[config.mk]
export PLATFORM = sky130hd
export DESIGN_NAME = patch_port_arbiter
export DESIGN_NICKNAME = d
export VERILOG_FILES = /design/src/logic/patch_match_pkg.sv /design/src/logic/patch_port_arbiter.sv
export VERILOG_INCLUDE_DIRS = /design/src /design/src/logic
export SDC_FILE = /design/constraint.sdc
export NUM_CORES = 1
export LEC_CHECK = 0
export BUFFER_PORTS_ARGS = -buffer_cell sky130_fd_sc_hd__buf_2
export CAP_MARGIN = 40
export CORE_AREA = 2 2 91 93
export DETAILED_ROUTE_END_ITERATION = 8
export DIE_AREA = 0 0 93 95
export SLEW_MARGIN = 20
export SYNTH_ARGS = -nofsm -noshare
export SYNTH_HDL_FRONTEND = slang
export SYNTH_SLANG_ARGS = --single-unit
export TNS_END_PERCENT = 100
[constraint.sdc]
create_clock -name vclk -period 1.3
set_input_delay 0.065 -clock vclk [all_inputs]
set_output_delay 0.065 -clock vclk [all_outputs]
set_load 0.02 [all_outputs]
[src/logic/patch_match_defines.svh]
`ifndef PATCH_MATCH_DEFINES_SVH
`define PATCH_MATCH_DEFINES_SVH

// Element and patch geometry
`define DATA_WIDTH 11
`define PATCH_SIZE 5

// Patch memory, one patch per row
`define ADDR_WIDTH 9
`define RAM_DEPTH  512
`define RAM_WIDTH  64

// Host word address that lands on row 0
`define WB_ADDR_OFFSET 557

`endif

[src/logic/patch_match_pkg.sv]
`include "patch_match_defines.svh"

package patch_match_pkg;

    // Pixel element and packed patch, element 0 in the low bits
    typedef logic [`DATA_WIDTH-1:0]             elem_t;
    typedef logic [`PATCH_SIZE*`DATA_WIDTH-1:0] patch_t;

    // Memory row, byte write mask and row address
    typedef logic [`RAM_WIDTH-1:0]   ram_word_t;
    typedef logic [`RAM_WIDTH/8-1:0] byte_mask_t;
    typedef logic [`ADDR_WIDTH-1:0]  row_addr_t;

    typedef logic [`DATA_WIDTH+2:0] dist_t;  // Five full-scale differences fit

    // Wishbone bridge FSM
    typedef enum logic [1:0] {
        WB_IDLE,
        WB_REQ,
        WB_READ,
        WB_ACK
    } wb_state_t;

endpackage

[src/logic/patch_port_arbiter.sv]
`timescale 1ns/100ps

module patch_port_arbiter
    import patch_match_pkg::*;
(
    input  logic       clk,
    input  logic       rst_n_i,
    // Native patch loader
    input  logic       patch_wr_i,
    input  row_addr_t  patch_addr_i,
    input  patch_t     patch_data_i,
    // Wishbone bridge
    input  logic       wb_req_i,
    input  logic       wb_we_i,
    input  row_addr_t  wb_row_i,
    input  ram_word_t  wb_wdata_i,
    input  byte_mask_t wb_wmask_i,
    output logic       wb_gnt_o,
    // Memory port 0
    output logic       p0_en_o,
    output logic       p0_we_o,
    output row_addr_t  p0_addr_o,
    output ram_word_t  p0_wdata_o,
    output byte_mask_t p0_wmask_o
);

    logic [7:0] wait_cnt;  // Consecutive cycles the loader won over a waiting bridge

    // Native strobe has fixed priority
    assign wb_gnt_o   = wb_req_i && !patch_wr_i;
    assign p0_en_o    = patch_wr_i || wb_req_i;
    assign p0_we_o    = patch_wr_i || wb_we_i;
    assign p0_addr_o  = patch_wr_i ? patch_addr_i : wb_row_i;
    assign p0_wdata_o = patch_wr_i ? ram_word_t'(patch_data_i) : wb_wdata_i;  // Upper bits zero
    assign p0_wmask_o = patch_wr_i ? '1 : wb_wmask_i;

    always_ff @(posedge clk or negedge rst_n_i) begin
        if (!rst_n_i) begin
            wait_cnt <= '0;
        end else if (!wb_req_i || wb_gnt_o) begin
            wait_cnt <= '0;
        end else if (wait_cnt != '1) begin
            wait_cnt <= wait_cnt + 8'd1;  // Saturates
        end
    end

    // A request that lost to the loader stays up, unchanged, until granted
    bridge_req_held: assert property (
        @(posedge clk) disable iff (!rst_n_i)
        (wait_cnt != '0) |-> wb_req_i && $stable({wb_we_i, wb_row_i, wb_wdata_i, wb_wmask_i})
    ) else begin
        $error("Bridge request dropped after %0d lost cycles", wait_cnt);
    end

    no_grant_on_native: assert property (
        @(posedge clk) disable iff (!rst_n_i)
        patch_wr_i |-> !wb_gnt_o
    ) else begin
        $error("Bridge granted during a native write");
    end

endmodule

==> impl_metrics.tcl <==
set metrics [dict create \
    status "complete, no violations" \
    dp_hpwl_um 4360 \
    rsz0062_at_grt "false" \
    avgSynthCellArea_um2 11.52 \
    diodes 0 \
    num_vias 1581 \
    drtIter0Drc 6 \
    rows 33 \
    maxCapViolCount 0 \
    detail-route-antenna-nets 0 \
    routed_wl_um 4785 \
    dp_cells 423 \
    grt_pass1_vias 1426 \
    crit_required_ps 1240 \
    ir_drop_uv 173.3 \
    cpPeakStageDelay_ps 370 \
    crit_cells 4 \
    post-synth-top-area-cell "mux2_4" \
    cp_slowest_cell "mux2_2" \
    setup_viol 0 \
    max_slew.worst_pin.slew_ps 279.1 \
    sw_frac_of_total_pct 48.04 \
    start_kind "primary input" \
    synth.area.top_cells "mux2_4, mux2_2, nor2b_1" \
    path_cells "buf_4, buf_12, mux2_2, buf_2" \
    fin_tns_setup_ps 0 \
    core_um2 7928 \
    syn_inst 93 \
    io_pins 234 \
    ys_seq_area_share_pct 0 \
    crit_arrival_ps 970 \
    track_usage_pct 8.894 \
    syn_area_um2 1071 \
    via_per_inst 3.738 \
    switchingPower_mw 0.4675 \
    finalPower_mw 0.9732 \
    portBuffers 232 \
    pwr-share-comb_pct 100.0 \
    seq_power_share_pct 0 \
    cts_resized 0 \
    path_max_fanout 44 \
    finalNonFillerCells 423 \
    nets 470 \
    min_period_ps 1036 \
    period_share_pct 79.72 \
    antenna_found_initial 0 \
    drt_first_pass_iters 2 \
    p_per_area_nw_per_um2 417.5 \
    startpoint "patch_wr_i" \
    cp-endpoint "p0_addr_o[1]" \
    cts_setup_buffers 0 \
    cp-end-kind "output pin" \
    power.internal_mw 0.5056 \
    post-route-drc-count 0 \
    seq_cell_count 0 \
    final_util_pct 29.40 \
    hold_viol 0 \
    synth_top_area_share_pct 56.07 \
    regArea_um2 0 \
    cp.buffers_inverters 3 \
    initial_core_util_pct 13.51 \
    pwr-share-clk_pct 0 \
    worstSetupPathType "in -> out" \
    grt_start_max_net_pins 45 \
    ys_types 7 \
    path_delay_family "buffers and inverters" \
    hold_buffers 0 \
    grt_pass1_wl_um 6548 \
    grt-ovfl-total 0 \
    ys.warnings.count 0 \
    die_w_um 93 \
    syn_to_final_growth_pct 117.6 \
    synth_nets 243 \
    num-clock-buffers 0 \
    die_h_um 95 \
    drv_slew 0 \
    drive_gt1_share_pct 96.86 \
    hold_path_class "in -> out" \
    routabilityCongestion 0.7825 \
    slew_headroom_pct 81.40 \
    max_freq_mhz 964.9 \
    routedWlPerCell_um 11.31 \
    dieArea_um2 8835 \
    leakage_nw 1.401 \
]
-- power groups by stage --
stage	Sequential, mW	Clock, mW	Combinational, mW
floorplan	0	0	0.583
finish	0	0	0.973
global route	0	0	1.04
global placement	0	0	0.974
detailed placement	0	0	0.983
CTS	0	0	0.986
-- kinds of logic (layout without fill, tap and decap cells) --
logic type	Yosys count	after routing	share of synthesized area, %
AND/OR/NAND/NOR	20	20	11.68
multiplexers	64	64	81.31
buffers and inverters	9	234	7.008
-- cells in the final DEF (no fill, tap or decap) --
master and instances:
buf_12 2, buf_2 231, buf_4 1, mux2_2 24
mux2_4 40, nor2b_1 10, or2_2 10
-- stage by stage --
step,setup slack [ps],cell area (um^2),hold WS (ps)
CTS,246.0,2331,432.4
global placement,266.8,2331,431.2
finish,263.7,2331,433.0
global route,224.4,2331,447.0
detailed placement,247.4,2331,430.7
floorplan,544.6,1071,270.1
-- synthesized netlist by cell type (all sizes together) --
cell / count
or2: 10
buf: 8
nor2b: 10
clkbuf: 1
mux2: 64
-- area by class of cell --
cell class	count	area, um^2
Fill cell	878	5597
Multi-Input combinational cell	84	996.0
Tap cell	105	131.4
Timing Repair Buffer	234	1204
-- worst min path at each step --
stage               slack (ps)          start  depth (start not counted)            end
floorplan                  270       wb_req_i                          1        p0_en_o
global placement           430        wb_we_i                          3        p0_we_o
detailed placement         430        wb_we_i                          3        p0_we_o
CTS                        430        wb_we_i                          3        p0_we_o
global route               450  wb_wmask_i[2]                          3  p0_wmask_o[2]
finish                     430        wb_we_i                          3        p0_we_o
-- layer usage --
metal  track usage (%)  vias to the layer above  part of all wire [%]
met5                 0                        -                     0
met3             2.235                        0                    14
met1             10.19                      662                    35
li1                  -                      785                     -
met4                 0                        0                     0
met2             17.57                      134                    51
Power figures use the tool's default switching activity.
