## src/logic/patch_match_defines.svh

```systemverilog
`ifndef PATCH_MATCH_DEFINES_SVH
`define PATCH_MATCH_DEFINES_SVH

// Element and patch geometry
`define DATA_WIDTH 11
`define PATCH_SIZE 5

// Patch memory, one patch per row
`define ADDR_WIDTH 9
`define RAM_DEPTH  512
`define RAM_WIDTH  64

// Host word address that lands on row 0
`define WB_ADDR_OFFSET 557

`endif

```

## src/logic/patch_match_pkg.sv

```systemverilog
`include "patch_match_defines.svh"

package patch_match_pkg;

    // Pixel element and packed patch, element 0 in the low bits
    typedef logic [`DATA_WIDTH-1:0]             elem_t;
    typedef logic [`PATCH_SIZE*`DATA_WIDTH-1:0] patch_t;

    // Memory row, byte write mask and row address
    typedef logic [`RAM_WIDTH-1:0]   ram_word_t;
    typedef logic [`RAM_WIDTH/8-1:0] byte_mask_t;
    typedef logic [`ADDR_WIDTH-1:0]  row_addr_t;

    typedef logic [`DATA_WIDTH+2:0] dist_t;  // Five full-scale differences fit

    // Wishbone bridge FSM
    typedef enum logic [1:0] {
        WB_IDLE,
        WB_REQ,
        WB_READ,
        WB_ACK
    } wb_state_t;

endpackage

```

## src/logic/wb_patch_bridge.sv

```systemverilog
`timescale 1ns/100ps
`include "patch_match_defines.svh"

module wb_patch_bridge
    import patch_match_pkg::*;
(
    input  logic        clk,
    input  logic        rst_n_i,
    // Wishbone slave
    input  logic        wbs_cyc_i,
    input  logic        wbs_stb_i,
    input  logic        wbs_we_i,
    input  logic [3:0]  wbs_sel_i,
    input  logic [31:0] wbs_adr_i,
    input  logic [31:0] wbs_dat_i,
    output logic        wbs_ack_o,
    output logic [31:0] wbs_dat_o,
    // Request towards the port 0 arbiter
    output logic        wb_req_o,
    output logic        wb_we_o,
    output row_addr_t   wb_row_o,
    output ram_word_t   wb_wdata_o,
    output byte_mask_t  wb_wmask_o,
    input  logic        wb_gnt_i,
    input  ram_word_t   p0_rdata_i
);

    wb_state_t   state;
    wb_state_t   state_nxt;
    logic        host_start;
    logic [31:0] adr_rel;   // Word address relative to row 0
    logic [2:0]  lane;      // Byte lane of a write
    logic        rd_hi;

    assign host_start = wbs_cyc_i && wbs_stb_i;
    assign adr_rel    = wbs_adr_i - 32'(`WB_ADDR_OFFSET);
    assign lane       = wbs_dat_i[13:11];

    assign wb_req_o  = (state == WB_REQ);
    assign wbs_ack_o = (state == WB_ACK);

    always_comb begin
        state_nxt = state;
        unique case (state)
            WB_IDLE: if (host_start) state_nxt = WB_REQ;
            WB_REQ:  if (wb_gnt_i) state_nxt = wb_we_o ? WB_ACK : WB_READ;
            WB_READ: state_nxt = WB_ACK;   // Row data arrives here
            WB_ACK:  state_nxt = WB_IDLE;
            default: state_nxt = WB_IDLE;
        endcase
    end

    always_ff @(posedge clk or negedge rst_n_i) begin
        if (!rst_n_i) begin
            state <= WB_IDLE;
        end else begin
            state <= state_nxt;
        end
    end

    // Host cycle is latched once and held until the grant
    always_ff @(posedge clk) begin
        if (state == WB_IDLE && host_start) begin
            wb_we_o    <= wbs_we_i;
            wb_row_o   <= row_addr_t'(adr_rel);
            wb_wdata_o <= ram_word_t'(wbs_dat_i[7:0]) << {lane, 3'b000};
            wb_wmask_o <= byte_mask_t'(1) << lane;  // One-hot lane
            rd_hi      <= wbs_dat_i[11];
        end
        if (state == WB_READ) begin
            // Upper half is the rest of the patch, zero-extended
            wbs_dat_o <= rd_hi ? 32'(p0_rdata_i[$bits(patch_t)-1:32]) : p0_rdata_i[31:0];
        end
    end

    ack_single_pulse: assert property (
        @(posedge clk) disable iff (!rst_n_i)
        wbs_ack_o |=> !wbs_ack_o
    ) else begin
        $error("Wishbone ack held longer than one cycle");
    end

endmodule

```

## config.mk

```make
export PLATFORM = sky130hd
export DESIGN_NAME = wb_patch_bridge
export DESIGN_NICKNAME = d
export VERILOG_FILES = /design/src/logic/patch_match_pkg.sv /design/src/logic/wb_patch_bridge.sv
export VERILOG_INCLUDE_DIRS = /design/src /design/src/logic
export SDC_FILE = /design/constraint.sdc
export NUM_CORES = 1
export LEC_CHECK = 0
export BUFFER_PORTS_ARGS = -buffer_cell sky130_fd_sc_hd__buf_4
export CORE_MARGIN = 8
export CORE_UTILIZATION = 45
export CTS_CLUSTER_DIAMETER = 40
export DETAILED_ROUTE_END_ITERATION = 7
export PLACE_DENSITY = 0.9
export RECOVER_POWER = 25
export SETUP_SLACK_MARGIN = 0.4
export SYNTH_ARGS = -nofsm -noshare
export SYNTH_HDL_FRONTEND = slang
export SYNTH_SLANG_ARGS = --single-unit
```

## constraint.sdc

```tcl
create_clock -name clk -period 4 [get_ports clk]
set_clock_uncertainty 0.1 [all_clocks]
set_input_delay 0.2 -clock clk [delete_from_list [all_inputs] [get_ports clk]]
set_output_delay 0.2 -clock clk [all_outputs]
set_load 0.03 [all_outputs]
```

==> results of run 1 <==
## layer usage
| metal | global-route usage [%] | vias up |
|---|---|---|
| met5 | 0 | - |
| met4 | 6.085 | 0 |
| met3 | 9.544 | 16 |
| met2 | 37.33 | 204 |
| met1 | 23.01 | 1717 |
| li1 | - | 1554 |
## state kept, by name, indices dropped and copies added (netlist names)
register and cells:
wb_wdata_o 64, wbs_dat_o 32, wb_row_o 9, wb_wmask_o 8, state 2, rd_hi 1
wb_we_o 1
## synthesized netlist by cell type
| master | number | area, µm² |
|---|---|---|
| o21ai_0 | 2 | 10.01 |
| mux2_2 | 24 | 270.3 |
| nor3b_1 | 1 | 7.510 |
| buf_2 | 5 | 25.02 |
| or3b_2 | 1 | 8.760 |
| xor2_1 | 1 | 8.760 |
| inv_1 | 6 | 22.52 |
| nor2b_1 | 10 | 62.56 |
| dfrtp_1 | 2 | 50.05 |
| and3b_1 | 2 | 17.52 |
| ha_1 | 6 | 75.07 |
| and3_1 | 2 | 12.51 |
| nand4b_1 | 1 | 8.760 |
| nand2b_1 | 1 | 6.260 |
| nand2_1 | 5 | 18.77 |
| nor4b_1 | 1 | 8.760 |
| clkbuf_1 | 1 | 3.750 |
| nor3_2 | 1 | 10.01 |
| edfxtp_1 | 115 | 3453 |
| xnor2_1 | 5 | 43.79 |
| a211oi_1 | 2 | 15.01 |
| o211ai_1 | 1 | 7.510 |
| a2bb2oi_1 | 1 | 8.760 |
| nor3b_4 | 3 | 56.30 |
| nor2_1 | 4 | 15.01 |
| a2111oi_0 | 1 | 8.760 |
| and2_1 | 64 | 400.4 |
| nand3_1 | 1 | 5.000 |
| a21oi_1 | 1 | 5.000 |
## power breakdown
group          switching, W  leakage [nW]  internal [W]
Clock              0.000507         0.268      0.000933
Sequential        0.0000738          1.15       0.00156
Combinational      0.000570          1.62      0.000351
Total               0.00115          3.04       0.00285
## critical path: stages (launching register included)
cell and delay, ps:
edfxtp_1 1210, mux2_2 430, dlygate4sd3_1 590
## cell families (layout without fill, tap and decap cells)
logic type | after synthesis | in the layout | synth area share [%]
compound gates | 8 | 8 | 1.185
xor+xnor | 6 | 6 | 1.131
other cells | 0 | 1 | 0
mux | 24 | 24 | 5.817
fa+ha+maj | 6 | 6 | 1.616
flops | 117 | 117 | 75.41
buf+inv | 12 | 308 | 1.104
simple gates | 97 | 97 | 13.74
## path summary, 6_finish.rpt
kind                       slack (ps)                 endpoint            startpoint  cells past startpoint
max in group asynchronous        3160     state[0]$_DFFE_PN0P_               rst_n_i                      3
max                              1400  wbs_dat_o[19]$_DFFE_PN_       rd_hi$_DFFE_PP_                      2
max reg2reg                      1400  wbs_dat_o[19]$_DFFE_PN_       rd_hi$_DFFE_PP_                      2
min                                40     state[0]$_DFFE_PN0P_             wbs_stb_i                      4
min in group asynchronous         520     state[1]$_DFFE_PN0P_               rst_n_i                      3
min reg2reg                       530     state[0]$_DFFE_PN0P_  state[0]$_DFFE_PN0P_                      1
## stage by stage
stage / area (µm²) / cells
after floorplan: 4646 / 270
after global placement: 6271 / 597
after detailed placement: 6271 / 597
after CTS: 7580 / 702
after global routing: 7450 / 703
final: 7450 / 703
## repair_timing
action / CTS / global route
hold buffers: 75 / 0
buffers inserted: 0 / 0
endpoints found under the hold margin: 109 / 0
## area by class of cell
class / instances / area [µm²] / share of cell area, %
flip-flops and latches: 117 / 3503 / 47.03
multi-input cells: 141 / 1057 / 14.19
clock inverters: 11 / 136.4 / 1.831
diodes: 1 / 2.502 / 0.03359
repair buffers: 272 / 2136 / 28.67
inverters: 6 / 22.52 / 0.3023
well taps: 136 / 170.2 / 2.284
clock buffers: 19 / 421.7 / 5.660
==> impl_metrics.toml, run 1 <==
[sta]
fin_ws_ps = 1395
finalSetupViolations = 0
tightest_slew_ps = 1423
rsz0062_at_grt = "no"
setup_tns_ps = 0
drv_slew = 0
fmax_ghz = 0.3839
period_minus_slack_ps = 2605
finalCritPeriodShare_pct = 65.12
slew_headroom_pct = 4.957
holdWs_ps = 38.10
hold_viol = 0

[worst_setup_path]
critPathArrivalTime_ps = 2740
startpoint_type = "flop"
cp_max_fo = 32
cp.required_ps = 4140
worstSetupEndpointType = "flop"
critical_path_class = "flop to flop"

[synth]
synth_cell_type_count = 29
netlist_area_mm2 = 0.004646
syn_inst = 270
syn_nets = 414
syn_area_per_cell_um2 = 17.21
ys_seq_area_share_pct = 75.41
yosysWarnings = 0
ys_ff_latch = 117

[route]
wl_met3_um = 1486
routed_wirelength_um = 15010
drtIter0Drc = 233
routed.top_layer = "met4"
drt-met1-wl_um = 5623
ant_nets = 0
wl_met2_um = 7712
wire_per_inst_um = 21.36
first_pass_iters = 4
drc = 0
vias = 3491
viasPerCell = 4.966

[placement]
place_ws_ps = 1790
port_buffers = 196
gp_congestion = 0.8189
dpl.hpwl_um = 9041

[power_and_ir_drop]
irDropWorstVdd_uv = 309.5
power_density_mw_per_mm2 = 536.4
power.leakage_nw = 3.041
total_power_w = 0.003996

[cts]
cts_tree = "yes"
worstSkewPairLatency_ps = 490
numCtsBuffers = 17
numClockSinks = 117
clockRootBuffer = "clkbuf_8"
clk_pin_slew_ps = 60
cts.htree.levels = 4
cts_resized = 0
cts_buffer_depth = 2

[finish]
final_layout_size_suffix_gt1_share_pct = 39.58
fin_nets = 699
final_util_pct = 73.15
layout_common_cells = "buf_4 (169), edfxtp_1 (115), dlygate4sd3_1 (75)"
areaGrowthSynthToFinish_pct = 60.36
fillCellCount = 648
mostFrequentLayoutCell = "buf_4"

[floorplan]
dieArea_mm2 = 0.01383
coreArea_mm2 = 0.01018
rows = 37
die_h_um = 117.6
initial_utilization_pct = 45.61
io_pins = 254
die_x_um = 117.6

[grt]
gr-usage-all-layers_pct = 21.42
overflow = 0
grt_max_degree = 84
grt_pass1_wl_um = 22690
antenna_found_initial = 1
grt_pass1_vias = 3788

[status]
outcome = "finished clean"

[worst_hold_path]
min_path_type = "input port to flop"

[run]
drv_cap = 0
Note: power is estimated with default switching activity, not from simulation.
==> inputs of run 2 (changes only) <==
--- a/config.mk
+++ b/config.mk
@@ -8,10 +8,10 @@
 export LEC_CHECK = 0
 export BUFFER_PORTS_ARGS = -buffer_cell sky130_fd_sc_hd__buf_4
 export CORE_MARGIN = 8
-export CORE_UTILIZATION = 45
+export CORE_UTILIZATION = 40
 export CTS_CLUSTER_DIAMETER = 40
 export DETAILED_ROUTE_END_ITERATION = 7
-export PLACE_DENSITY = 0.9
+export PLACE_DENSITY = 0.85
 export RECOVER_POWER = 25
 export SETUP_SLACK_MARGIN = 0.4
 export SYNTH_ARGS = -nofsm -noshare
==> constraint.sdc (replaced) <==
create_clock -name clk -period 2.3 [get_ports clk]
set_clock_uncertainty 0.1 [all_clocks]
set_input_delay 0.115 -clock clk [delete_from_list [all_inputs] [get_ports clk]]
set_output_delay 0.115 -clock clk [all_outputs]
set_load 0.03 [all_outputs]
==> run 2 against run 1 <==
Net effect:
- core utilization shrank 8.2 points
- sequential share of layout area grew 0.44 points
- non-clock buffer count is 3 higher
- via count decreased by 2.4%
- sequential power grew 72%
- combinational power up 68%
- maximum frequency grew 49%
- setup slack worse by 840 ps
- highest routed layer unchanged
==> impl_metrics.toml, run 2 (same netlist as run 1, synthesis figures left out) <==
[power_and_ir_drop]
p_comb_share_pct = 22.0
power.leakage_nw = 2.933
clkPwrFrac_pct = 38.0
p_sw_share_pct = 28.48
pwr-share-seq_pct = 40.0
total_power_w = 0.007034
irDropWorstVdd_uv = 539.7
power.internal_w = 0.005031
power.switching_w = 0.002003
power_density_mw_per_mm2 = 953.0

[finish]
fillCellCount = 820
final_layout_size_suffix_gt1_share_pct = 32.05
layout_common_cells = "buf_4 (121), edfxtp_1 (115), clkbuf_1 (79)"
largest_register = "wb_wdata_o"
largest_registers = "wb_wdata_o (64), wbs_dat_o (32), wb_row_o (9)"
areaGrowthSynthToFinish_pct = 58.87
fin_nets = 702
largest_reg_flops = 64
insertedDiodeCount = 0
mostFrequentLayoutCell = "buf_4"

[sta]
finalCritPeriodShare_pct = 75.99
setup_tns_ps = 0
finalSetupViolations = 0
rsz0062_at_grt = "no"
hold_viol = 0
slew_headroom_pct = 48.40
tightest_slew_ps = 774.0
drv_slew = 0
holdWs_ps = 35.44
fmax_ghz = 0.5722
period_minus_slack_ps = 1748

[worst_setup_path]
cp.required_ps = 2260
cp_cell_sequence = "inv_1 -> ha_1 -> and3_4 -> buf_6"
rrSetupSlack_ps = 550
cp_max_fo = 37
cp_slowest_stage_delay_ps = 430
startpoint_type = "flop"
worstReg2RegStart = "state[1]$_DFFE_PN0P_"
critical_path_class = "flop to flop"
slowest_stage = "dfrtp_1"
worstSetupEndpointType = "flop"
cp-startpoint = "state[1]$_DFFE_PN0P_"
critPathArrivalTime_ps = 1710

[cts]
cts_tree = "yes"
numClockSinks = 117
cts.htree.levels = 4
clockRootBuffer = "clkbuf_16"
worstSkewPairLatency_ps = 390
post_cts_buffers = 0
clk_pin_slew_ps = 60
numCtsBuffers = 17
cts_buffer_depth = 2

[route]
vias = 3408
ant_nets = 0
wire_per_inst_um = 20.54
routed_wirelength_um = 14660
viasPerCell = 4.773
first_pass_iters = 4
drtIter0Drc = 196
drc = 0

[placement]
dpl.hpwl_um = 9415
port_buffers = 196
gp_congestion = 0.7878

[floorplan]
die_x_um = 123.8
coreArea_mm2 = 0.01137
io_pins = 254
initial_utilization_pct = 40.86
rows = 39
die_h_um = 123.8
dieArea_mm2 = 0.01532

[grt]
gr-usage-all-layers_pct = 18.84
antenna_found_initial = 0
grt_pass1_wl_um = 21190
grt_max_degree = 47
overflow = 0
grt_pass1_vias = 3701

[status]
outcome = "finished clean"

[run]
drv_cap = 0

[worst_hold_path]
hp-start = "wbs_dat_i[12]"
min_path_type = "input port to flop"
[run 2: changes by cell type in the layout (fill, tap and decap cells not counted), moves of 3 or more]
cell      delta
and2_1      +30
clkbuf_1    +52
buf_4       -48
and2_0      -30
nor3b_4      +3
nor3b_1      -3
[run 2: repair_timing]
action / 4_1_cts / 5_1_grt
gates resized for setup: 0 / 1
endpoints found under the setup margin: 0 / 37
hold endpoints to repair: 108 / 0
hold buffers: 74 / 0
[run 2: through the flow]
step	utilization, %	instances	setup slack, ps	cell area [µm²]
final	64.92	714	552.2	7381
after global routing	64.92	714	382.0	7381
after CTS	67.38	714	442.2	7661
after detailed placement	55.61	608	465.9	6322
after global placement	55.61	608	533.8	6322
after floorplan	-	270	420.0	4651
[run 2: critical path: cells and delay by family, from the launching register on]
family	cells	cell delay, ps
fa+ha+maj	1	200
buf+inv	2	430
flops	1	430
simple gates	1	220
[run 2: per-layer routing]
layer | track usage [%] | vias to the layer above | wire [µm] | part of all wire [%]
met5 | 0 | - | 0 | 0
met4 | 6.471 | 0 | 217 | 1.5
met3 | 7.888 | 14 | 1592 | 11
met2 | 33.01 | 165 | 7371 | 50
met1 | 20.03 | 1663 | 5483 | 37
li1 | - | 1566 | - | -
[run 2: power by group through the flow]
stage / Sequential, W / Clock, W / Combinational (W)
2_1_floorplan: 0.00331 / 0 / 0.000416
3_3_place_gp: 0.00283 / 0 / 0.00149
3_5_place_dp: 0.00285 / 0 / 0.00154
4_1_cts: 0.00281 / 0.00271 / 0.00165
5_1_grt: 0.00283 / 0.00281 / 0.00163
6_report: 0.00281 / 0.00267 / 0.00155
[run 2: path summary, 6_finish.rpt]
path,to,depth (start not counted)
min in group asynchronous,state[1]$_DFFE_PN0P_,3
setup / recovery,wb_wdata_o[55]$_SDFFCE_PN0P_,4
hold reg to reg,state[0]$_DFFE_PN0P_,1
setup reg to reg,wb_wdata_o[55]$_SDFFCE_PN0P_,4
max in group asynchronous,state[0]$_DFFE_PN0P_,3
hold / removal,wb_wmask_o[1]$_SDFFCE_PP0P_,2
[run 2: layout make-up]
type	count	area, µm²	area share, %
flip-flops and latches	117	3503	47.47
repair buffers	275	1982	26.85
clock inverters	11	157.7	2.136
well taps	143	178.9	2.424
inverters	6	22.52	0.3051
multi-input cells	141	1096	14.85
clock buffers	21	440.4	5.967
