`src/logic/patch_match_defines.svh`:
```
`ifndef PATCH_MATCH_DEFINES_SVH
`define PATCH_MATCH_DEFINES_SVH

// Element and patch geometry
`define DATA_WIDTH 11
`define PATCH_SIZE 5

// Patch memory, one patch per row
`define ADDR_WIDTH 9
`define RAM_DEPTH  512
`define RAM_WIDTH  64

// Host word address that lands on row 0
`define WB_ADDR_OFFSET 557

`endif

```
`src/logic/patch_match_pkg.sv`:
```
`include "patch_match_defines.svh"

package patch_match_pkg;

    // Pixel element and packed patch, element 0 in the low bits
    typedef logic [`DATA_WIDTH-1:0]             elem_t;
    typedef logic [`PATCH_SIZE*`DATA_WIDTH-1:0] patch_t;

    // Memory row, byte write mask and row address
    typedef logic [`RAM_WIDTH-1:0]   ram_word_t;
    typedef logic [`RAM_WIDTH/8-1:0] byte_mask_t;
    typedef logic [`ADDR_WIDTH-1:0]  row_addr_t;

    typedef logic [`DATA_WIDTH+2:0] dist_t;  // Five full-scale differences fit

    // Wishbone bridge FSM
    typedef enum logic [1:0] {
        WB_IDLE,
        WB_REQ,
        WB_READ,
        WB_ACK
    } wb_state_t;

endpackage

```
`src/logic/patch_distance_unit.sv`:
```
`timescale 1ns/100ps
`include "patch_match_defines.svh"

module patch_distance_unit
    import patch_match_pkg::*;
(
    input  logic      clk,
    input  logic      rst_n_i,
    // Query
    input  logic      dist_start_i,
    input  row_addr_t dist_addr_i,
    input  patch_t    dist_probe_i,
    // Memory port 1
    output logic      p1_en_o,
    output row_addr_t p1_addr_o,
    input  ram_word_t p1_rdata_i,
    // Result
    output logic      dist_valid_o,
    output dist_t     dist_o
);

    localparam int N  = `PATCH_SIZE;
    localparam int EW = $bits(elem_t);

    logic   s0_valid;
    logic   s1_valid;
    patch_t s0_probe;
    patch_t s0_stored;
    elem_t  s1_diff [N];
    dist_t  sad_sum;

    function automatic elem_t abs_diff(input elem_t a, input elem_t b);
        return (a > b) ? a - b : b - a;
    endfunction

    // Stage 0 read goes straight to the memory, data returns next cycle
    assign p1_en_o   = dist_start_i;
    assign p1_addr_o = dist_addr_i;
    assign s0_stored = p1_rdata_i[$bits(patch_t)-1:0];

    always_ff @(posedge clk or negedge rst_n_i) begin
        if (!rst_n_i) begin
            s0_valid     <= 1'b0;
            s1_valid     <= 1'b0;
            dist_valid_o <= 1'b0;
        end else begin
            s0_valid     <= dist_start_i;
            s1_valid     <= s0_valid;
            dist_valid_o <= s1_valid;
        end
    end

    always_ff @(posedge clk) begin
        if (dist_start_i) s0_probe <= dist_probe_i;
        // Stage 1
        if (s0_valid) begin
            for (int e = 0; e < N; e++) begin
                s1_diff[e] <= abs_diff(s0_stored[e*EW +: EW], s0_probe[e*EW +: EW]);
            end
        end
        if (s1_valid) dist_o <= sad_sum;   // Stage 2
    end

    always_comb begin
        sad_sum = '0;
        for (int e = 0; e < N; e++) begin
            sad_sum = sad_sum + dist_t'(s1_diff[e]);
        end
    end

endmodule

```
`config.mk`:
```
export PLATFORM = sky130hd
export DESIGN_NAME = patch_distance_unit
export DESIGN_NICKNAME = d
export VERILOG_FILES = /design/src/logic/patch_match_pkg.sv /design/src/logic/patch_distance_unit.sv
export VERILOG_INCLUDE_DIRS = /design/src /design/src/logic
export SDC_FILE = /design/constraint.sdc
export NUM_CORES = 1
export LEC_CHECK = 0
export BUFFER_PORTS_ARGS = -buffer_cell sky130_fd_sc_hd__buf_2
export CAP_MARGIN = 10
export CORE_MARGIN = 3
export CORE_UTILIZATION = 59
export DETAILED_ROUTE_END_ITERATION = 10
export PLACE_DENSITY = 0.82
export SETUP_SLACK_MARGIN = 0.4
export SLEW_MARGIN = 30
export SYNTH_ARGS = -nofsm -noshare
export SYNTH_HDL_FRONTEND = slang
export SYNTH_SLANG_ARGS = --single-unit
```
`constraint.sdc`:
```
create_clock -name clk -period 4.21 [get_ports clk]
set_input_delay 0.421 -clock clk [delete_from_list [all_inputs] [get_ports clk]]
set_output_delay 0.421 -clock clk [all_outputs]
set_load 0.01 [all_outputs]
```
==> flow_metrics.env, run 1 <==
export IMPL_cts_sinks=127
export IMPL_place_hpwl_um=15670
export IMPL_grt_usage=0.2262
export IMPL_crit_path_end_kind="flop"
export IMPL_fin_tns_setup_ns=0
export IMPL_synthTopCellsByArea="edfxtp_1, ha_1, fa_1, inv_1, mux2i_1"
export IMPL_cts_setup_buffers=0
export IMPL_min_path_type="in -> reg"
export IMPL_synth_edff_count=124
export IMPL_p_total_w=0.007270
export IMPL_tightest_slew_ns=0.7023
export IMPL_yosysTopAreaCellShare=0.3630
export IMPL_num_rows=47
export IMPL_cts_buffer_depth=2
export IMPL_dp_cells=1328
export IMPL_nNetsFinal=1420
export IMPL_fin_crit_ns=3.691
export IMPL_rr_endpoint="dist_o[12]"
export IMPL_insertion_delay_ns=0.43
export IMPL_die_h_um=137.9
export IMPL_ir_drop_mv=0.6492
export IMPL_critPathCapture="dist_o[12]"
export IMPL_drive_above_1_share=0.1649
export IMPL_ant_nets=0
export IMPL_holdWs_ns=0.1655
export IMPL_vias_per_cell=5.396
export IMPL_ys_seq_area_frac=0.3703
export IMPL_grt_pass1_vias=7179
export IMPL_stdcell_area_um2=11630
export IMPL_antennaDiodeCount=0
export IMPL_grt_max_degree=57
export IMPL_die_w_um=137.9
export IMPL_grt_pass1_wl_um=33860
export IMPL_yosysMostFrequentCell="inv_1"
export IMPL_required_ns=4.38
export IMPL_cap_violations=0
export IMPL_drc=0
export IMPL_worstRegToRegCells=14
export IMPL_cp_startpoint="s1_diff[0][4]"
export IMPL_syn_inst=1007
export IMPL_gp_congestion=0.8727
export IMPL_min_period_over_period=0.8768
export IMPL_worst_path_max_fanout=3
export IMPL_die_area_um2=19010
export IMPL_reg2reg_slack_ns=0.52
export IMPL_grt_overflow=0
export IMPL_via_count=7339
export IMPL_first_pass_iters=8
export IMPL_r2r_start="s1_diff[0][4]"
export IMPL_layout_cells_non_filler=1360
export IMPL_yosysTopAreaCell="edfxtp_1"
export IMPL_rsz0062_at_grt="yes"
export IMPL_yosys_warnings=0
export IMPL_post_dp_cell_area_um2=10990
export IMPL_ys_flop_type="edfxtp_1"
export IMPL_p_per_area_nw_per_um2=625.0
export IMPL_critPathKind="reg -> reg"
export IMPL_core_area_um2=16820
export IMPL_wl_um=20550
export IMPL_outcome="complete, no violations"
export IMPL_drt_iter0_drc=602
export IMPL_ys_ff_latch=127
export IMPL_p_leak_nw=5.745
export IMPL_initial_core_util=0.6100
export IMPL_routedWlPerCell_um=15.11
export IMPL_async_reset_ff_frac=0.02362
export IMPL_antenna_found_initial=0
export IMPL_skew_ns=0.009321
export IMPL_area_delta_synth_final_pct=13.38
export IMPL_ios=156
export IMPL_relSlewSlack=0.5318
export IMPL_synthTopCellsByCount="inv_1, edfxtp_1, ha_1"
export IMPL_slew_viol_final=0
export IMPL_syn_area_um2=10260
export IMPL_port_buffers=128
export IMPL_hold_viol=0
export IMPL_fmax_mhz=270.9
export IMPL_setup_violations=0
export IMPL_startpoint_type="flop"
export IMPL_root_buffer="clkbuf_16"
export IMPL_numCtsBuffers=17
export IMPL_syn_num_nets=1299
export IMPL_synth_cell_type_count=64
export IMPL_cts_tree="done"
export IMPL_cp_arrival_ns=3.86
export IMPL_ctsHtreeMaxLevel=4
export IMPL_syn_avg_cell_area_um2=10.19
export IMPL_clkSlewWorstSetupHoldPaths_ns=0.06
[per-layer routing]
metal | GRT usage | part of all wire
met5 | 0 | 0
met4 | 0.08397 | 0.022
met3 | 0.04136 | 0.056
met2 | 0.3731 | 0.49
met1 | 0.3001 | 0.44
[worst min path at each step]
stage | start | endpoint | slack [ns] | cells past startpoint
3_5_place_dp | rst_n_i | s1_valid | 0.22 | 1
6_report | dist_probe_i[6] | s0_probe[6] | 0.17 | 1
4_1_cts | dist_probe_i[54] | s0_probe[54] | 0.15 | 1
2_1_floorplan | rst_n_i | dist_valid_o | 0.13 | 0
5_1_grt | dist_probe_i[37] | s0_probe[37] | 0.15 | 1
3_3_place_gp | rst_n_i | dist_valid_o | 0.22 | 1
[per-stage QoR]
step           utilization  setup slack (ns)
6_report            0.6916            0.5187
5_1_grt             0.6916            0.3649
4_1_cts             0.6894            0.4865
3_5_place_dp        0.6535            0.4842
3_3_place_gp        0.6535            0.6023
2_1_floorplan            -            0.7309
[power breakdown]
| group | switching (W) | total (W) | leakage, nW | internal (W) |
|---|---|---|---|---|
| combinational | 0.00217 | 0.00384 | 4.21 | 0.00167 |
| clock | 0.000575 | 0.00150 | 0.289 | 0.000927 |
| sequential | 0.0000837 | 0.00193 | 1.25 | 0.00185 |
| total | 0.00283 | 0.00727 | 5.75 | 0.00444 |
[state kept, by name (all words and copies together) (netlist names)]
name / count
s1_valid: 1
s1_diff: 55
s0_probe: 55
s0_valid: 1
dist_o: 14
dist_valid_o: 1
[area by class of cell]
cell class / instances / area (µm²)
Clock buffer: 17 / 425.4
Clock inverter: 14 / 167.7
Timing Repair Buffer: 135 / 695.7
Multi-Input combinational cell: 623 / 5426
Tap cell: 220 / 275.3
Sequential cell: 127 / 3800
Inverter: 224 / 840.8
Fill cell: 1279 / 5187
[cell usage in the layout, fill, tap and decap left out, types with 5 or more instances in the layout]
cell type	Yosys	final
a21oi_1	68	66
a211oi_1	6	5
buf_4	14	6
fa_1	42	41
a221oi_1	7	7
nand3_1	9	9
nand4_1	6	6
xor2_1	28	28
o21ai_0	49	49
buf_2	12	128
nand2_1	40	40
edfxtp_1	124	124
nor2_1	35	35
inv_1	224	224
mux2i_1	41	41
o21bai_1	6	6
o21a_1	6	6
nor2b_1	13	13
nand2b_1	14	14
xnor2_1	23	23
o21ai_1	7	6
a21o_1	22	22
clkbuf_16	0	17
nand3b_1	7	7
ha_1	119	118
a31oi_1	12	12
and3_1	6	6
[critical path: stages, from the launching register on]
cell and delay [ns]:
edfxtp_1 0.32, inv_1 0.05, fa_1 0.53, inv_1 0.07, fa_1 0.58, inv_1 0.07, fa_1 0.47, inv_1 0.04
ha_1 0.30, o21ai_0 0.10, nor2_1 0.23, nor3_2 0.08, o311a_1 0.35, a21oi_2 0.16, xor2_1 0.08
[cells by family after synthesis]
family | count (synthesis) | synth area share
AO/OA/AOI/OAI | 213 | 0.1286
XOR/XNOR | 53 | 0.04671
adder cells (fa/ha/maj) | 161 | 0.2271
flip-flops | 127 | 0.3703
multiplexers | 43 | 0.04293
buffers and inverters | 257 | 0.1043
AND/OR/NAND/NOR | 153 | 0.08013
[repair_timing]
action,in CTS,in global routing
resized for setup,0,7
hold buffers,1,0
endpoints found under the setup margin,0,6
endpoints found under the hold margin,3,0
(Power assumes the default switching activity.)
==> inputs of run 2 (changes only) <==
Settings changed: ABC_AREA set to 1, CORE_UTILIZATION 59 to 60.
==> run 2 against run 1 <==
Non-clock buffer count decreased by 4; hold slack got worse by 0.00054 ns; register-to-register slack improved by 0.20 ns; utilization decreased by 0.45 points; flip-flop and latch count unchanged; clock power about the same; synthesized cell count increased by 64%.
==> flow_metrics.env, run 2 <==
export IMPL_outcome="complete, no violations"
export IMPL_async_reset_ff_frac=0.02362
export IMPL_syn_area_um2=12180
export IMPL_clkSlewWorstSetupHoldPaths_ns=0.06
export IMPL_r2r_start="s1_diff[0][1]"
export IMPL_setup_violations=0
export IMPL_post_route_util=0.6871
export IMPL_root_buffer="clkbuf_16"
export IMPL_cap_violations=0
export IMPL_setup_slack_ns=0.7214
export IMPL_wl_um=26730
export IMPL_tightest_slew_ns=0.7160
export IMPL_first_pass_iters=5
export IMPL_min_period_over_period=0.8286
export IMPL_required_ns=4.38
export IMPL_ir_drop_mv=0.3791
export IMPL_ys_flop_type="edfxtp_1"
export IMPL_synthTopCellsByArea="edfxtp_1, nand2_1, ha_1, inv_1, fa_1"
export IMPL_yosysTopAreaCell="edfxtp_1"
export IMPL_syn_num_nets=1939
export IMPL_skew_ns=0.01037
export IMPL_cts_buffer_depth=2
export IMPL_grt_max_degree=57
export IMPL_antennaDiodeCount=0
export IMPL_dp_cells=2012
export IMPL_area_delta_synth_final_pct=11.23
export IMPL_yosysMostFrequentCell="nand2_1"
export IMPL_via_count=10300
export IMPL_initial_core_util=0.6177
export IMPL_grt_usage=0.2505
export IMPL_synth_cell_type_count=33
export IMPL_p_per_area_nw_per_um2=517.4
export IMPL_die_h_um=148.5
export IMPL_vias_per_cell=5.036
export IMPL_p_leak_nw=7.655
export IMPL_grt_overflow=0
export IMPL_die_area_um2=22050
export IMPL_nNetsFinal=2059
export IMPL_cts_tree="done"
export IMPL_ant_nets=0
export IMPL_cp_startpoint="s1_diff[0][1]"
export IMPL_fin_crit_ns=3.489
export IMPL_core_area_um2=19720
export IMPL_drt_iter0_drc=719
export IMPL_preCtsSetupSlack_ns=0.7683
export IMPL_numCtsBuffers=17
export IMPL_gp_congestion=0.9533
export IMPL_synth_edff_count=124
export IMPL_fin_tns_setup_ns=0
export IMPL_yosysTopAreaCellShare=0.3057
export IMPL_grt_pass1_wl_um=44970
export IMPL_layout_cells_non_filler=2045
export IMPL_reg2reg_slack_ns=0.72
export IMPL_drc=0
export IMPL_ys_ff_latch=127
export IMPL_hold_viol=0
export IMPL_crit_path_end_kind="flop"
export IMPL_place_hpwl_um=21500
export IMPL_post_dp_cell_area_um2=12950
export IMPL_cp_arrival_ns=3.66
export IMPL_routedWlPerCell_um=13.07
export IMPL_die_w_um=148.5
export IMPL_stdcell_area_um2=13550
export IMPL_synthTopCellsByCount="nand2_1, inv_1, edfxtp_1"
export IMPL_min_path_type="in -> reg"
export IMPL_drive_above_1_share=0.1303
export IMPL_final_common_cell="nand2_1"
export IMPL_insertion_delay_ns=0.43
export IMPL_relSlewSlack=0.5227
export IMPL_yosys_warnings=0
export IMPL_antenna_found_initial=0
export IMPL_cts_sinks=127
export IMPL_min_from="dist_probe_i[29]"
export IMPL_critPathKind="reg -> reg"
export IMPL_ctsResizeCount=0
export IMPL_syn_inst=1647
export IMPL_num_rows=51
export IMPL_grt_pass1_vias=9829
export IMPL_final_cell_mix="nand2_1, inv_1, buf_2"
export IMPL_worst_path_max_fanout=3
export IMPL_startpoint_type="flop"
export IMPL_port_buffers=128
export IMPL_rsz0062_at_grt="no"
export IMPL_top_regs="s0_probe (55), s1_diff (55), dist_o (14)"
export IMPL_ctsHtreeMaxLevel=4
export IMPL_slew_viol_final=0
export IMPL_ios=156
export IMPL_ys_seq_area_frac=0.3119
export IMPL_fmax_mhz=286.7
export IMPL_syn_avg_cell_area_um2=7.396
-- run 2: cell count changes after synthesis, sizes merged, moves of 13 or more --
cell / change
nand2b: -15
nand2: +528
nor2: +48
nor2b: -13
mux2i: -41
a21o: -20
xnor2: -16
nand3: +98
a21oi: -20
o21ai: -28
inv: +170
nand4: +19
-- run 2: per-stage QoR --
step	total power, W	hold slack [ns]
after detailed placement	0.005505	0.2178
after floorplan	0.004682	0.1254
after global placement	0.005358	0.2158
after global routing	0.007671	0.1514
final	0.007010	0.1649
after CTS	0.007012	0.1530
-- run 2: report_power, final --
group	switching [W]	internal (W)	leakage [nW]	total [W]
combinational	0.00225	0.00139	6.12	0.00364
clock	0.000606	0.000879	0.282	0.00148
sequential	0.0000787	0.00180	1.26	0.00188
total	0.00294	0.00407	7.66	0.00701
-- run 2: cells by family (layout without fill, tap and decap cells) --
logic type | Yosys count | after routing | share of synthesized area
AOI/OAI and AO/OA | 87 | 87 | 0.04263
xor gates and xnor gates | 44 | 44 | 0.03164
adders and majority gates | 161 | 161 | 0.1913
buffers and inverters | 428 | 561 | 0.1403
DFF | 127 | 127 | 0.3119
and+or+nand+nor | 800 | 800 | 0.2823
-- run 2: final cells by class --
cell class | count | area, µm²
inverters | 398 | 1494
fillers | 1661 | 6170
clock inverters | 15 | 158.9
multi-input cells | 1092 | 6673
clock buffers | 17 | 425.4
repair buffers | 131 | 665.6
flip-flops and latches | 127 | 3800
well taps | 265 | 331.6
-- run 2: timing repair --
action / in CTS / in global routing
hold buffers: 1 / 0
setup buffers: 0 / 0
endpoints found under the hold margin: 3 / 0
-- run 2: worst paths after layout --
| path | end | depth (start not counted) |
|---|---|---|
| min in group asynchronous | s0_valid | 2 |
| min | s0_probe[29] | 1 |
| min reg2reg | dist_o[0] | 1 |
| max reg2reg | dist_o[9] | 12 |
| max in group asynchronous | s0_valid | 2 |
| max | dist_o[9] | 12 |
-- run 2: critical path, stage by stage (launching register included) --
cell and delay, ns:
edfxtp_1 0.35, inv_1 0.06, fa_1 0.56, fa_1 0.44, fa_1 0.45, inv_1 0.07, ha_1 0.18, inv_1 0.09
fa_1 0.48, o21ai_0 0.29, nand2_1 0.10, nand2_1 0.11, xor2_1 0.07
-- run 2: per-layer routing --
metal	up-vias	GRT usage	routed length, µm
li1	5267	-	-
met1	4703	0.3482	12410
met2	287	0.4101	12520
met3	42	0.03473	1355
met4	0	0.07667	451
met5	-	0	0
==> inputs of run 3 (changes only) <==
Clock period 4.21 ns to 3.4 ns, I/O delays scaled along.
==> run 3 against run 2 <==
Sequential power grew 24%; non-clock buffer count grew 8; cell area grew 1.8%; first-iteration DRC count shrank 10%; register-to-register slack lost 0.59 ns; largest power group unchanged.
==> flow_metrics.env, run 3 (same netlist as run 2, synthesis figures left out) <==
export IMPL_outcome="complete, no violations"
export IMPL_die_area_um2=22050
export IMPL_cts_tree="done"
export IMPL_worst_path_max_fanout=4
export IMPL_initial_core_util=0.6177
export IMPL_die_w_um=148.5
export IMPL_cts_buffer_depth=2
export IMPL_top_regs="s0_probe (55), s1_diff (55), dist_o (14)"
export IMPL_grt_max_degree=37
export IMPL_fin_tns_setup_ns=0
export IMPL_holdWs_ns=0.08750
export IMPL_clkSlewWorstSetupHoldPaths_ns=0.06
export IMPL_root_buffer="clkbuf_16"
export IMPL_critPathKind="reg -> reg"
export IMPL_drc=0
export IMPL_area_delta_synth_final_pct=13.19
export IMPL_core_area_um2=19720
export IMPL_antennaDiodeCount=0
export IMPL_p_per_area_nw_per_um2=723.7
export IMPL_nNetsFinal=2067
export IMPL_ant_nets=0
export IMPL_nFillCells=1557
export IMPL_required_ns=3.57
export IMPL_ios=156
export IMPL_min_path_type="in -> reg"
export IMPL_wl_met3_um=1447
export IMPL_crit_path_end_kind="flop"
export IMPL_place_hpwl_um=21300
export IMPL_grt_pass1_vias=10310
export IMPL_gp_congestion=0.9530
export IMPL_grt_usage=0.2534
export IMPL_via_count=10450
export IMPL_ir_drop_mv=0.7143
export IMPL_insertion_delay_ns=0.42
export IMPL_drt_iter0_drc=647
export IMPL_fmax_mhz=305.8
export IMPL_tightest_slew_ns=0.8044
export IMPL_wl_um=27470
export IMPL_wl_met1_um=11850
export IMPL_routedWlPerCell_um=13.38
export IMPL_grt_overflow=0
export IMPL_relSlewSlack=0.4637
export IMPL_maxUsedRoutingLayer="met4"
export IMPL_startpoint_type="flop"
export IMPL_skew_ns=0.009870
export IMPL_num_rows=51
export IMPL_grt_pass1_wl_um=45890
export IMPL_final_cell_mix="nand2_1, inv_1, buf_2"
export IMPL_cap_violations=0
export IMPL_final_common_cell="nand2_1"
export IMPL_ctsHtreeMaxLevel=4
export IMPL_slew_viol_final=0
export IMPL_min_period_over_period=0.9619
export IMPL_hold_viol=0
export IMPL_cts_sinks=127
export IMPL_antenna_found_initial=0
export IMPL_numCtsBuffers=17
export IMPL_rsz0062_at_grt="yes"
export IMPL_first_pass_iters=7
export IMPL_fin_crit_ns=3.271
export IMPL_cp_arrival_ns=3.44
export IMPL_wl_met2_um=13470
export IMPL_p_total_w=0.009978
export IMPL_p_leak_nw=7.694
export IMPL_drive_above_1_share=0.1544
export IMPL_port_buffers=128
export IMPL_vias_per_cell=5.091
export IMPL_die_h_um=148.5
export IMPL_setup_violations=0
-- run 3: timing repair --
action,in CTS,in global routing
hold buffers,1,0
buffers inserted,7,1
gates resized for setup,17,17
gates cloned,0,0
endpoints found under the setup margin,10,12
endpoints found under the hold margin,3,0
pin swaps,13,15
-- run 3: final cells by class --
cell class | count | area [µm²] | area share
Multi-Input combinational cell | 1092 | 6858 | 0.4974
Timing Repair Buffer | 139 | 729.5 | 0.05291
Clock inverter | 14 | 142.6 | 0.01035
Inverter | 398 | 1496 | 0.1085
Clock buffer | 18 | 429.2 | 0.03113
Sequential cell | 127 | 3800 | 0.2756
Tap cell | 265 | 331.6 | 0.02405
-- run 3: critical path, stage by stage, from the launching register on --
cell,delay [ns]
edfxtp_1,0.34
inv_2,0.04
fa_1,0.54
inv_1,0.05
fa_1,0.50
inv_2,0.05
fa_1,0.49
inv_2,0.04
ha_4,0.24
a21oi_4,0.18
buf_4,0.14
o21ai_2,0.06
nand2_1,0.09
nand3_1,0.10
xor2_1,0.16
-- run 3: path summary, 6_finish.rpt --
check,start,to,slack (ns),cells past startpoint
min,dist_probe_i[25],s0_probe[25],0.09,1
max reg2reg,s1_diff[0][3],dist_o[10],0.13,14
min in group asynchronous,rst_n_i,s1_valid,0.23,2
max in group asynchronous,rst_n_i,s0_valid,3.04,2
min reg2reg,s1_diff[0][44],dist_o[0],0.62,1
max,s1_diff[0][3],dist_o[10],0.13,14
-- run 3: layer usage --
| metal | vias to the layer above | track usage |
|---|---|---|
| li1 | 5264 | - |
| met5 | - | 0 |
| met4 | 0 | 0.08591 |
| met1 | 4763 | 0.3231 |
| met3 | 69 | 0.03473 |
| met2 | 355 | 0.4444 |
-- run 3: stage by stage --
step	worst slack [ns]	cell area, µm²	std cells	util
floorplan	0.3899	12280	1647	-
global placement	0.2258	13050	2012	0.6618
detailed placement	0.1645	13050	2012	0.6618
CTS	0.1753	13730	2052	0.6966
global route	-0.01168	13790	2053	0.6992
finish	0.1294	13790	2053	0.6992
-- run 3: power by group --
group	total, W	internal, W	switching, W	leakage (nW)
Combinational	0.00583	0.00242	0.00341	6.16
Clock	0.00181	0.00108	0.000733	0.278
Sequential	0.00234	0.00224	0.000101	1.26
